===== config.mk =====
export PLATFORM = sky130hd
export DESIGN_NAME = prog_timer_top
export DESIGN_NICKNAME = d
export VERILOG_FILES = /design/src/hw/tmr_regmap_pkg.sv /design/src/hw/tmr_cfg_pkg.sv /design/src/hw/prog_timer_top.sv /design/src/hw/tmr_regs.sv /design/src/hw/tmr_downcounter.sv /design/src/hw/tmr_prescaler.sv /design/src/hw/tmr_bus_fsm.sv
export SDC_FILE = /design/constraint.sdc
export NUM_CORES = 1
export LEC_CHECK = 0
export BUFFER_PORTS_ARGS = -buffer_cell sky130_fd_sc_hd__buf_2
export CAP_MARGIN = 20
export CORE_UTILIZATION = 50
export CTS_CLUSTER_DIAMETER = 60
export DETAILED_ROUTE_END_ITERATION = 8
export GPL_TIMING_DRIVEN = 0
export PLACE_DENSITY = 0.77
export SYNTH_ARGS = -nofsm -noshare
export SYNTH_HDL_FRONTEND = slang
export SYNTH_HIERARCHICAL = 1
export SYNTH_SLANG_ARGS = --single-unit

===== constraint.sdc =====
create_clock -name clk -period 7.16 [get_ports clk]
set_clock_uncertainty 0.1 [all_clocks]
set_input_delay 1.432 -clock clk [delete_from_list [all_inputs] [get_ports clk]]
set_output_delay 1.432 -clock clk [all_outputs]
set_load 0.03 [all_outputs]

===== src/hw/tmr_regmap_pkg.sv =====
`default_nettype none

package tmr_regmap_pkg;

    typedef logic [3:0]  nibble_t; // One bus data unit
    typedef logic [11:0] addr_t;

    // Interrupt factor and mask
    localparam addr_t ADDR_FACTOR    = 12'hF02; // Cleared on read
    localparam addr_t ADDR_MASK      = 12'hF12;

    // Live downcounter value, read only
    localparam addr_t ADDR_COUNT_LO  = 12'hF24;
    localparam addr_t ADDR_COUNT_HI  = 12'hF25;

    localparam addr_t ADDR_RELOAD_LO = 12'hF26;
    localparam addr_t ADDR_RELOAD_HI = 12'hF27;

    localparam addr_t ADDR_CTRL      = 12'hF78;
    localparam addr_t ADDR_CLKSEL    = 12'hF79;

    // Control register fields
    localparam int unsigned CTRL_ENABLE_BIT  = 0;
    localparam int unsigned CTRL_RESTART_BIT = 1; // Self clearing, reads as 0

endpackage

`default_nettype wire


===== src/hw/tmr_cfg_pkg.sv =====
`default_nettype none

package tmr_cfg_pkg;

    // Wide enough for the slowest period, 128 cycles at select 2
    localparam int unsigned PRESCALE_WIDTH = 7;

    localparam int unsigned TICK_EXP_BASE = 9; // Period is 2^(9 - select)

    typedef logic [2:0] clock_sel_t;

    // Selects 0 and 1 belong to the external clock input
    localparam clock_sel_t CLOCK_SEL_MIN = 3'd2;

    // Log2 of the tick period for an internal select
    function automatic int unsigned tick_exp(input clock_sel_t sel);
        return TICK_EXP_BASE - int'(sel);
    endfunction

endpackage

`default_nettype wire

===== src/hw/prog_timer_top.sv =====
`timescale 1ns/1ps
`default_nettype none

module prog_timer_top #(
    parameter int unsigned COUNT_WIDTH = 8
) (
    input  wire logic                    clk,
    input  wire logic                    rst_n,

    input  wire logic                    req_valid,
    output logic                         req_ready,
    input  wire logic                    req_write,
    input  wire tmr_regmap_pkg::addr_t   req_addr,
    input  wire tmr_regmap_pkg::nibble_t req_wdata,

    output logic                         rsp_valid,
    input  wire logic                    rsp_ready,
    output tmr_regmap_pkg::nibble_t      rsp_rdata,

    output logic                         irq
);

    // Bus FSM to register file
    logic                    rd_stb;
    logic                    wr_stb;
    tmr_regmap_pkg::addr_t   reg_addr;
    tmr_regmap_pkg::nibble_t reg_wdata;
    tmr_regmap_pkg::nibble_t rd_data;

    // Register file to timing chain and back
    tmr_cfg_pkg::clock_sel_t clock_sel;
    logic                    enable;
    logic                    restart;
    logic [COUNT_WIDTH-1:0]  reload;
    logic [COUNT_WIDTH-1:0]  count;
    logic                    expire;
    logic                    tick;

    tmr_bus_fsm bus_fsm_inst (
        .clk       (clk),
        .rst_n     (rst_n),
        .req_valid (req_valid),
        .req_ready (req_ready),
        .req_write (req_write),
        .req_addr  (req_addr),
        .req_wdata (req_wdata),
        .rsp_valid (rsp_valid),
        .rsp_ready (rsp_ready),
        .rsp_rdata (rsp_rdata),
        .rd_stb    (rd_stb),
        .wr_stb    (wr_stb),
        .reg_addr  (reg_addr),
        .reg_wdata (reg_wdata),
        .rd_data   (rd_data)
    );

    tmr_regs #(
        .COUNT_WIDTH (COUNT_WIDTH)
    ) regs_inst (
        .clk       (clk),
        .rst_n     (rst_n),
        .rd_stb    (rd_stb),
        .wr_stb    (wr_stb),
        .reg_addr  (reg_addr),
        .reg_wdata (reg_wdata),
        .rd_data   (rd_data),
        .count     (count),
        .expire    (expire),
        .clock_sel (clock_sel),
        .enable    (enable),
        .restart   (restart),
        .reload    (reload),
        .irq       (irq)
    );

    tmr_prescaler prescaler_inst (
        .clk       (clk),
        .rst_n     (rst_n),
        .enable    (enable),
        .restart   (restart),
        .clock_sel (clock_sel),
        .tick      (tick)
    );

    tmr_downcounter #(
        .COUNT_WIDTH (COUNT_WIDTH)
    ) downcounter_inst (
        .clk     (clk),
        .rst_n   (rst_n),
        .tick    (tick),
        .restart (restart),
        .reload  (reload),
        .count   (count),
        .expire  (expire)
    );

endmodule

`default_nettype wire


===== src/hw/tmr_regs.sv =====
`timescale 1ns/1ps
`default_nettype none

module tmr_regs #(
    parameter int unsigned COUNT_WIDTH = 8
) (
    input  wire logic                    clk,
    input  wire logic                    rst_n,

    input  wire logic                    rd_stb,
    input  wire logic                    wr_stb,
    input  wire tmr_regmap_pkg::addr_t   reg_addr,
    input  wire tmr_regmap_pkg::nibble_t reg_wdata,
    output tmr_regmap_pkg::nibble_t      rd_data,

    input  wire logic [COUNT_WIDTH-1:0]  count,
    input  wire logic                    expire,

    output tmr_cfg_pkg::clock_sel_t      clock_sel,
    output logic                         enable,
    output logic                         restart,
    output logic      [COUNT_WIDTH-1:0]  reload,
    output logic                         irq
);

    tmr_regmap_pkg::nibble_t clksel_q; // All four bits read back
    logic                    mask_q;
    logic                    factor_q;

    // Counter and reload seen as two nibbles
    logic [7:0] count_wide;
    logic [7:0] reload_wide;

    logic wr_ctrl;
    logic rd_factor;

    assign count_wide  = 8'(count);
    assign reload_wide = 8'(reload);

    assign wr_ctrl   = wr_stb && (reg_addr == tmr_regmap_pkg::ADDR_CTRL);
    assign rd_factor = rd_stb && (reg_addr == tmr_regmap_pkg::ADDR_FACTOR);

    // One-cycle pulse, in the same cycle as the write strobe
    assign restart = wr_ctrl && reg_wdata[tmr_regmap_pkg::CTRL_RESTART_BIT];

    assign clock_sel = clksel_q[2:0];
    assign irq       = factor_q && mask_q;

    always_ff @(posedge clk or negedge rst_n) begin
        if (!rst_n) begin
            reload   <= '0;
            mask_q   <= 1'b0;
            enable   <= 1'b0;
            clksel_q <= '0;
        end else if (wr_stb) begin
            case (reg_addr)
                tmr_regmap_pkg::ADDR_RELOAD_LO: begin
                    reload <= COUNT_WIDTH'({reload_wide[7:4], reg_wdata});
                end
                tmr_regmap_pkg::ADDR_RELOAD_HI: begin
                    reload <= COUNT_WIDTH'({reg_wdata, reload_wide[3:0]});
                end
                tmr_regmap_pkg::ADDR_MASK:   mask_q   <= reg_wdata[0];
                tmr_regmap_pkg::ADDR_CTRL: begin
                    enable <= reg_wdata[tmr_regmap_pkg::CTRL_ENABLE_BIT];
                end
                tmr_regmap_pkg::ADDR_CLKSEL: clksel_q <= reg_wdata;
                default: ;
            endcase
        end
    end

    // Factor flag
    always_ff @(posedge clk or negedge rst_n) begin
        if (!rst_n) begin
            factor_q <= 1'b0;
        end else if (expire) begin
            factor_q <= 1'b1; // Set beats a clearing read
        end else if (rd_factor) begin
            factor_q <= 1'b0;
        end
    end

    always_comb begin
        rd_data = '0; // Unmapped addresses
        case (reg_addr)
            tmr_regmap_pkg::ADDR_FACTOR:    rd_data[0] = factor_q;
            tmr_regmap_pkg::ADDR_MASK:      rd_data[0] = mask_q;
            tmr_regmap_pkg::ADDR_COUNT_LO:  rd_data    = count_wide[3:0];
            tmr_regmap_pkg::ADDR_COUNT_HI:  rd_data    = count_wide[7:4];
            tmr_regmap_pkg::ADDR_RELOAD_LO: rd_data    = reload_wide[3:0];
            tmr_regmap_pkg::ADDR_RELOAD_HI: rd_data    = reload_wide[7:4];
            tmr_regmap_pkg::ADDR_CTRL: begin
                rd_data[tmr_regmap_pkg::CTRL_ENABLE_BIT] = enable;
            end
            tmr_regmap_pkg::ADDR_CLKSEL:    rd_data    = clksel_q;
            default:                        rd_data    = '0;
        endcase
    end

endmodule

`default_nettype wire


===== src/hw/tmr_downcounter.sv =====
`timescale 1ns/1ps
`default_nettype none

module tmr_downcounter #(
    parameter int unsigned COUNT_WIDTH = 8
) (
    input  wire logic                   clk,
    input  wire logic                   rst_n,
    input  wire logic                   tick,
    input  wire logic                   restart,
    input  wire logic [COUNT_WIDTH-1:0] reload,
    output logic      [COUNT_WIDTH-1:0] count,
    output logic                        expire
);

    logic last_tick; // Count is about to run out

    assign last_tick = (count == COUNT_WIDTH'(1));

    // Restart wins over a coinciding tick
    assign expire = tick && last_tick && !restart;

    always_ff @(posedge clk or negedge rst_n) begin
        if (!rst_n) begin
            count <= '0;
        end else if (restart) begin
            count <= reload;
        end else if (expire) begin
            count <= reload; // Next cycle begins right away
        end else if (tick) begin
            count <= count - COUNT_WIDTH'(1); // Zero wraps to all ones
        end
    end

endmodule

`default_nettype wire


===== src/hw/tmr_prescaler.sv =====
`timescale 1ns/1ps
`default_nettype none

module tmr_prescaler (
    input  wire logic                    clk,
    input  wire logic                    rst_n,
    input  wire logic                    enable,
    input  wire logic                    restart,
    input  wire tmr_cfg_pkg::clock_sel_t clock_sel,
    output logic                         tick
);

    localparam int unsigned PW = tmr_cfg_pkg::PRESCALE_WIDTH;

    logic [PW-1:0] div_q;
    logic [PW-1:0] period_mask; // Low counter bits spanning one period

    always_comb begin
        period_mask = '0;
        if (clock_sel >= tmr_cfg_pkg::CLOCK_SEL_MIN) begin
            period_mask = PW'((32'd1 << tmr_cfg_pkg::tick_exp(clock_sel)) - 32'd1);
        end
    end

    // Tick on the last count before the low bits wrap
    assign tick = enable
               && (period_mask != '0)
               && ((div_q & period_mask) == period_mask);

    always_ff @(posedge clk or negedge rst_n) begin
        if (!rst_n) begin
            div_q <= '0;
        end else if (restart) begin
            div_q <= '0; // Next tick one full period away
        end else if (enable) begin
            div_q <= div_q + 1'b1;
        end
        // Held while disabled so a resume continues the period
    end

endmodule

`default_nettype wire


===== src/hw/tmr_bus_fsm.sv =====
`timescale 1ns/1ps
`default_nettype none

module tmr_bus_fsm (
    input  wire logic                    clk,
    input  wire logic                    rst_n,

    input  wire logic                    req_valid,
    output logic                         req_ready,
    input  wire logic                    req_write,
    input  wire tmr_regmap_pkg::addr_t   req_addr,
    input  wire tmr_regmap_pkg::nibble_t req_wdata,

    output logic                         rsp_valid,
    input  wire logic                    rsp_ready,
    output tmr_regmap_pkg::nibble_t      rsp_rdata,

    output logic                         rd_stb,
    output logic                         wr_stb,
    output tmr_regmap_pkg::addr_t        reg_addr,
    output tmr_regmap_pkg::nibble_t      reg_wdata,
    input  wire tmr_regmap_pkg::nibble_t rd_data
);

    typedef enum logic [1:0] {
        ST_IDLE,
        ST_ACCESS,
        ST_RESPOND
    } state_t;

    state_t state;
    state_t state_next;
    logic   write_q; // Direction of the access in flight
    logic   accept;

    assign accept = req_valid && req_ready;

    // Handshake outputs straight from the state
    assign req_ready = (state == ST_IDLE);
    assign rsp_valid = (state == ST_RESPOND);

    // One strobe, only in the access state
    assign rd_stb = (state == ST_ACCESS) && !write_q;
    assign wr_stb = (state == ST_ACCESS) && write_q;

    always_comb begin
        state_next = state;
        case (state)
            ST_IDLE: begin
                if (accept) begin
                    state_next = ST_ACCESS;
                end
            end
            ST_ACCESS:  state_next = ST_RESPOND;
            ST_RESPOND: begin
                if (rsp_ready) begin
                    state_next = ST_IDLE;
                end
            end
            default:    state_next = ST_IDLE;
        endcase
    end

    always_ff @(posedge clk or negedge rst_n) begin
        if (!rst_n) begin
            state <= ST_IDLE;
        end else begin
            state <= state_next;
        end
    end

    // Request latched at acceptance, held through the access
    always_ff @(posedge clk) begin
        if (accept) begin
            write_q   <= req_write;
            reg_addr  <= req_addr;
            reg_wdata <= req_wdata;
        end
        if (state == ST_ACCESS) begin
            rsp_rdata <= write_q ? '0 : rd_data; // Writes answer with zero
        end
    end

endmodule

`default_nettype wire


==> impl_metrics.yaml <==
detailed_routing:
  ant_nets: 0
  drtIter0Drc: 119
  drc: 0
  firstDrtPassIters: 4
  wirelength_microns: 5250
  vias_per_cell: 5.66
  dr_total_vias: 1959
  drt-wirelength-per-cell_microns: 15.2
logic_synthesis:
  synthesis.area_per_instance_sq_um: 11.9
  yosysWarnings: 6
  synth_top_area_share_pct: 28.2
  syn_nets: 270
  syn-instance-count: 239
  synthTopCellsByArea: "dfrtp_1 (28%), edfxtp_1 (22%), ha_1 (4.4%)"
  synth_top_area_cell: "dfrtp_1"
  synth-seq-area-share_pct: 50.4
  synth-edff-count: 21
  synthDistinctLibCells: 61
  syn_area_sq_mm: 0.00284
  synth.most_common_cell: "dfrtp_1"
  synthArstFlopShare_pct: 60.4
  yosys-top-cells-count: "dfrtp_1 (32), edfxtp_1 (21), nor2_1 (15), mux2_2 (11)"
  synthFlopType: "dfrtp_1"
  synth-seq-cells: 53
worst_setup_path:
  slowest_delay_ns: 0.72
  critical_path.cell_chain: "buf_4, inv_1, ha_1, nor2b_1, nor4b_1, o21ai_0, nor3_1, nor4b_4, a31oi_4, a21o_1, a221oi_1"
  worst_setup_path_start_kind: "flip-flop"
  crit_arrival_ns: 3.63
  cp_slowest_cell: "nor3_1"
  crit_path_end_kind: "flip-flop"
  r2r_slack_ns: 3.64
  worstPathRequired_ns: 7.28
  critPathMaxFanout: 8
  critPathKind: "flip-flop to flip-flop"
die:
  die_y_microns: 77.4
  start_util_pct: 51.6
  die_area_sq_mm: 0.00599
  design.core.area_sq_mm: 0.00551
  row_count: 27
  pin_count: 28
  die_x_microns: 77.4
sta:
  fmax_mhz: 284
  setup_ws_ns: 3.64
  drv_slew: 0
  rsz0062_at_grt: "no"
  setup_tns_ns: 0
  min_period_ns: 3.52
  hold_violations: 0
  final.period_utilization_pct: 49.1
  slew_headroom_pct: 41.3
  setup_viol: 0
  worst_slew_pin_slew_ns: 0.874
pwr:
  p_leak_nw: 1.39
  power_switching_w: 0.000188
  pwr-share-seq_pct: 58.2
  internal_power_w: 0.000456
  p_comb_share_pct: 15.3
  report.power.total_w: 0.000644
  p_per_area_mw_per_mm2: 204
  clock_power_share_pct: 26.5
  ir_drop_v: 0.000143
  power.share.switching_pct: 29.2
global_routing:
  gr-total-overflow: 0
  grt_pass1_vias: 2004
  grt_pass1_wl_microns: 9190
  grt_use_total_pct: 19.7
  grt_max_degree: 33
  antenna_found_initial: 0
clock_network:
  cts_hold_buffers: 0
  cts_tree: "done"
  h-tree-depth: 2
  cts_setup_buffers: 0
  cts_sinks: 53
  clockRootBuffer: "clkbuf_8"
  clkLatencyLatePin_ns: 0.32
  clk_pin_slew_ns: 0.10
  numCtsBuffers: 5
  clock_path_buffers: 2
  cts_resized: 0
cells_and_area:
  drive_gt1_share_pct: 25.2
  area_delta_synth_final_pct: 11.1
  fillers: 480
  diodes: 0
  fin_nets: 304
placed_design:
  place_ws_ns: 3.67
  gp_congestion: 0.925
  port-buffer-count: 27
  post-dp-hpwl_microns: 3930
min_path:
  holdCritPathClass: "flip-flop to flip-flop"
job:
  max-cap-violations: 0
run_status:
  status: "completed"
## cells in the final DEF (no fill, tap or decap), types with 8 or more instances in the layout
cell / Yosys / routed
a21oi_1: 8 / 8
buf_2: 1 / 28
dfrtp_1: 32 / 32
edfxtp_1: 21 / 21
ha_1: 10 / 10
inv_1: 10 / 10
mux2_2: 11 / 11
mux2i_1: 10 / 10
nand2_1: 9 / 9
nand3_1: 8 / 8
nor2_1: 15 / 15
## final cells by class
class / count / area (sq um) / share of cell area, %
timing repair buffer: 27 / 135 / 4.28
inverter: 10 / 37.5 / 1.19
clock buffer: 5 / 68.8 / 2.18
tap: 72 / 90.1 / 2.85
clock inverter: 3 / 21.3 / 0.674
sequential: 53 / 1430 / 45.3
buffer: 10 / 65.1 / 2.06
multi-input combinational: 166 / 1310 / 41.4
## path summary, 6_finish.rpt
check,startpoint,cells after the start,to
setup / recovery,regs_inst/clksel_q[1],11,downcounter_inst/count[7]
hold / removal,regs_inst/factor_q,1,regs_inst/factor_q
setup reg to reg,regs_inst/clksel_q[1],11,downcounter_inst/count[7]
hold reg to reg,regs_inst/factor_q,1,regs_inst/factor_q
max in group asynchronous,rst_n,1,prescaler_inst/div_q[4]
min in group asynchronous,rst_n,1,regs_inst/reload[2]
## power by group through the flow
| stage | registers [W] | logic (W) | clock network (W) |
|---|---|---|---|
| final | 0.000375 | 0.0000983 | 0.000171 |
| after global routing | 0.000379 | 0.000108 | 0.000184 |
| after CTS | 0.000375 | 0.000100 | 0.000175 |
| after detailed placement | 0.000381 | 0.0000998 | 0 |
| after global placement | 0.000380 | 0.0000972 | 0 |
| after floorplan | 0.000384 | 0.0000612 | 0 |
## cells by family (layout without fill, tap and decap cells)
logic type,Yosys count,count (layout),synth area share [%]
AO/OA/AOI/OAI,40,40,10.5
XOR/XNOR,6,6,1.85
adder cells (fa/ha/maj),10,10,4.40
buffers and inverters,20,55,3.61
flip-flops,53,53,50.4
multiplexers,25,25,10.0
AND/OR/NAND/NOR,85,85,19.3
## worst max-delay path: cells and delay by family (launching register included)
kind / cells / cell delay (ns)
AND/OR/NAND/NOR: 4 / 1.58
AO/OA/AOI/OAI: 4 / 0.72
flip-flops: 1 / 0.41
buffers and inverters: 2 / 0.30
adder cells (fa/ha/maj): 1 / 0.29
## per-layer routing
layer | share of wire (%) | up-vias | wire length [microns] | GRT usage, %
li1 | - | 958 | - | -
met1 | 48 | 950 | 2540 | 27.2
met2 | 46 | 45 | 2400 | 31.3
met3 | 4.7 | 6 | 246 | 3.53
met4 | 1.2 | 0 | 61 | 6.23
met5 | 0 | - | 0 | 0
## through the flow
stage               area [sq um]  utilization (%)  instances  hold slack, ns
finish                      3160             57.3        346           0.395
global route                3160             57.3        346           0.441
CTS                         3160             57.3        346           0.401
detailed placement          3070             55.7        338           0.378
global placement            3070             55.7        338           0.377
floorplan                   2840                -        239           0.360
## flip-flops by register name (all words and copies together), names as in the netlist
register / cells
bus_fsm_inst/reg_addr: 12
downcounter_inst/count: 8
regs_inst/reload: 8
prescaler_inst/div_q: 7
bus_fsm_inst/reg_wdata: 4
bus_fsm_inst/rsp_rdata: 4
regs_inst/clksel_q: 4
bus_fsm_inst/state: 2
bus_fsm_inst/write_q: 1
regs_inst/enable: 1
regs_inst/factor_q: 1
regs_inst/mask_q: 1
No activity file was read; power rests on OpenSTA's default activity.
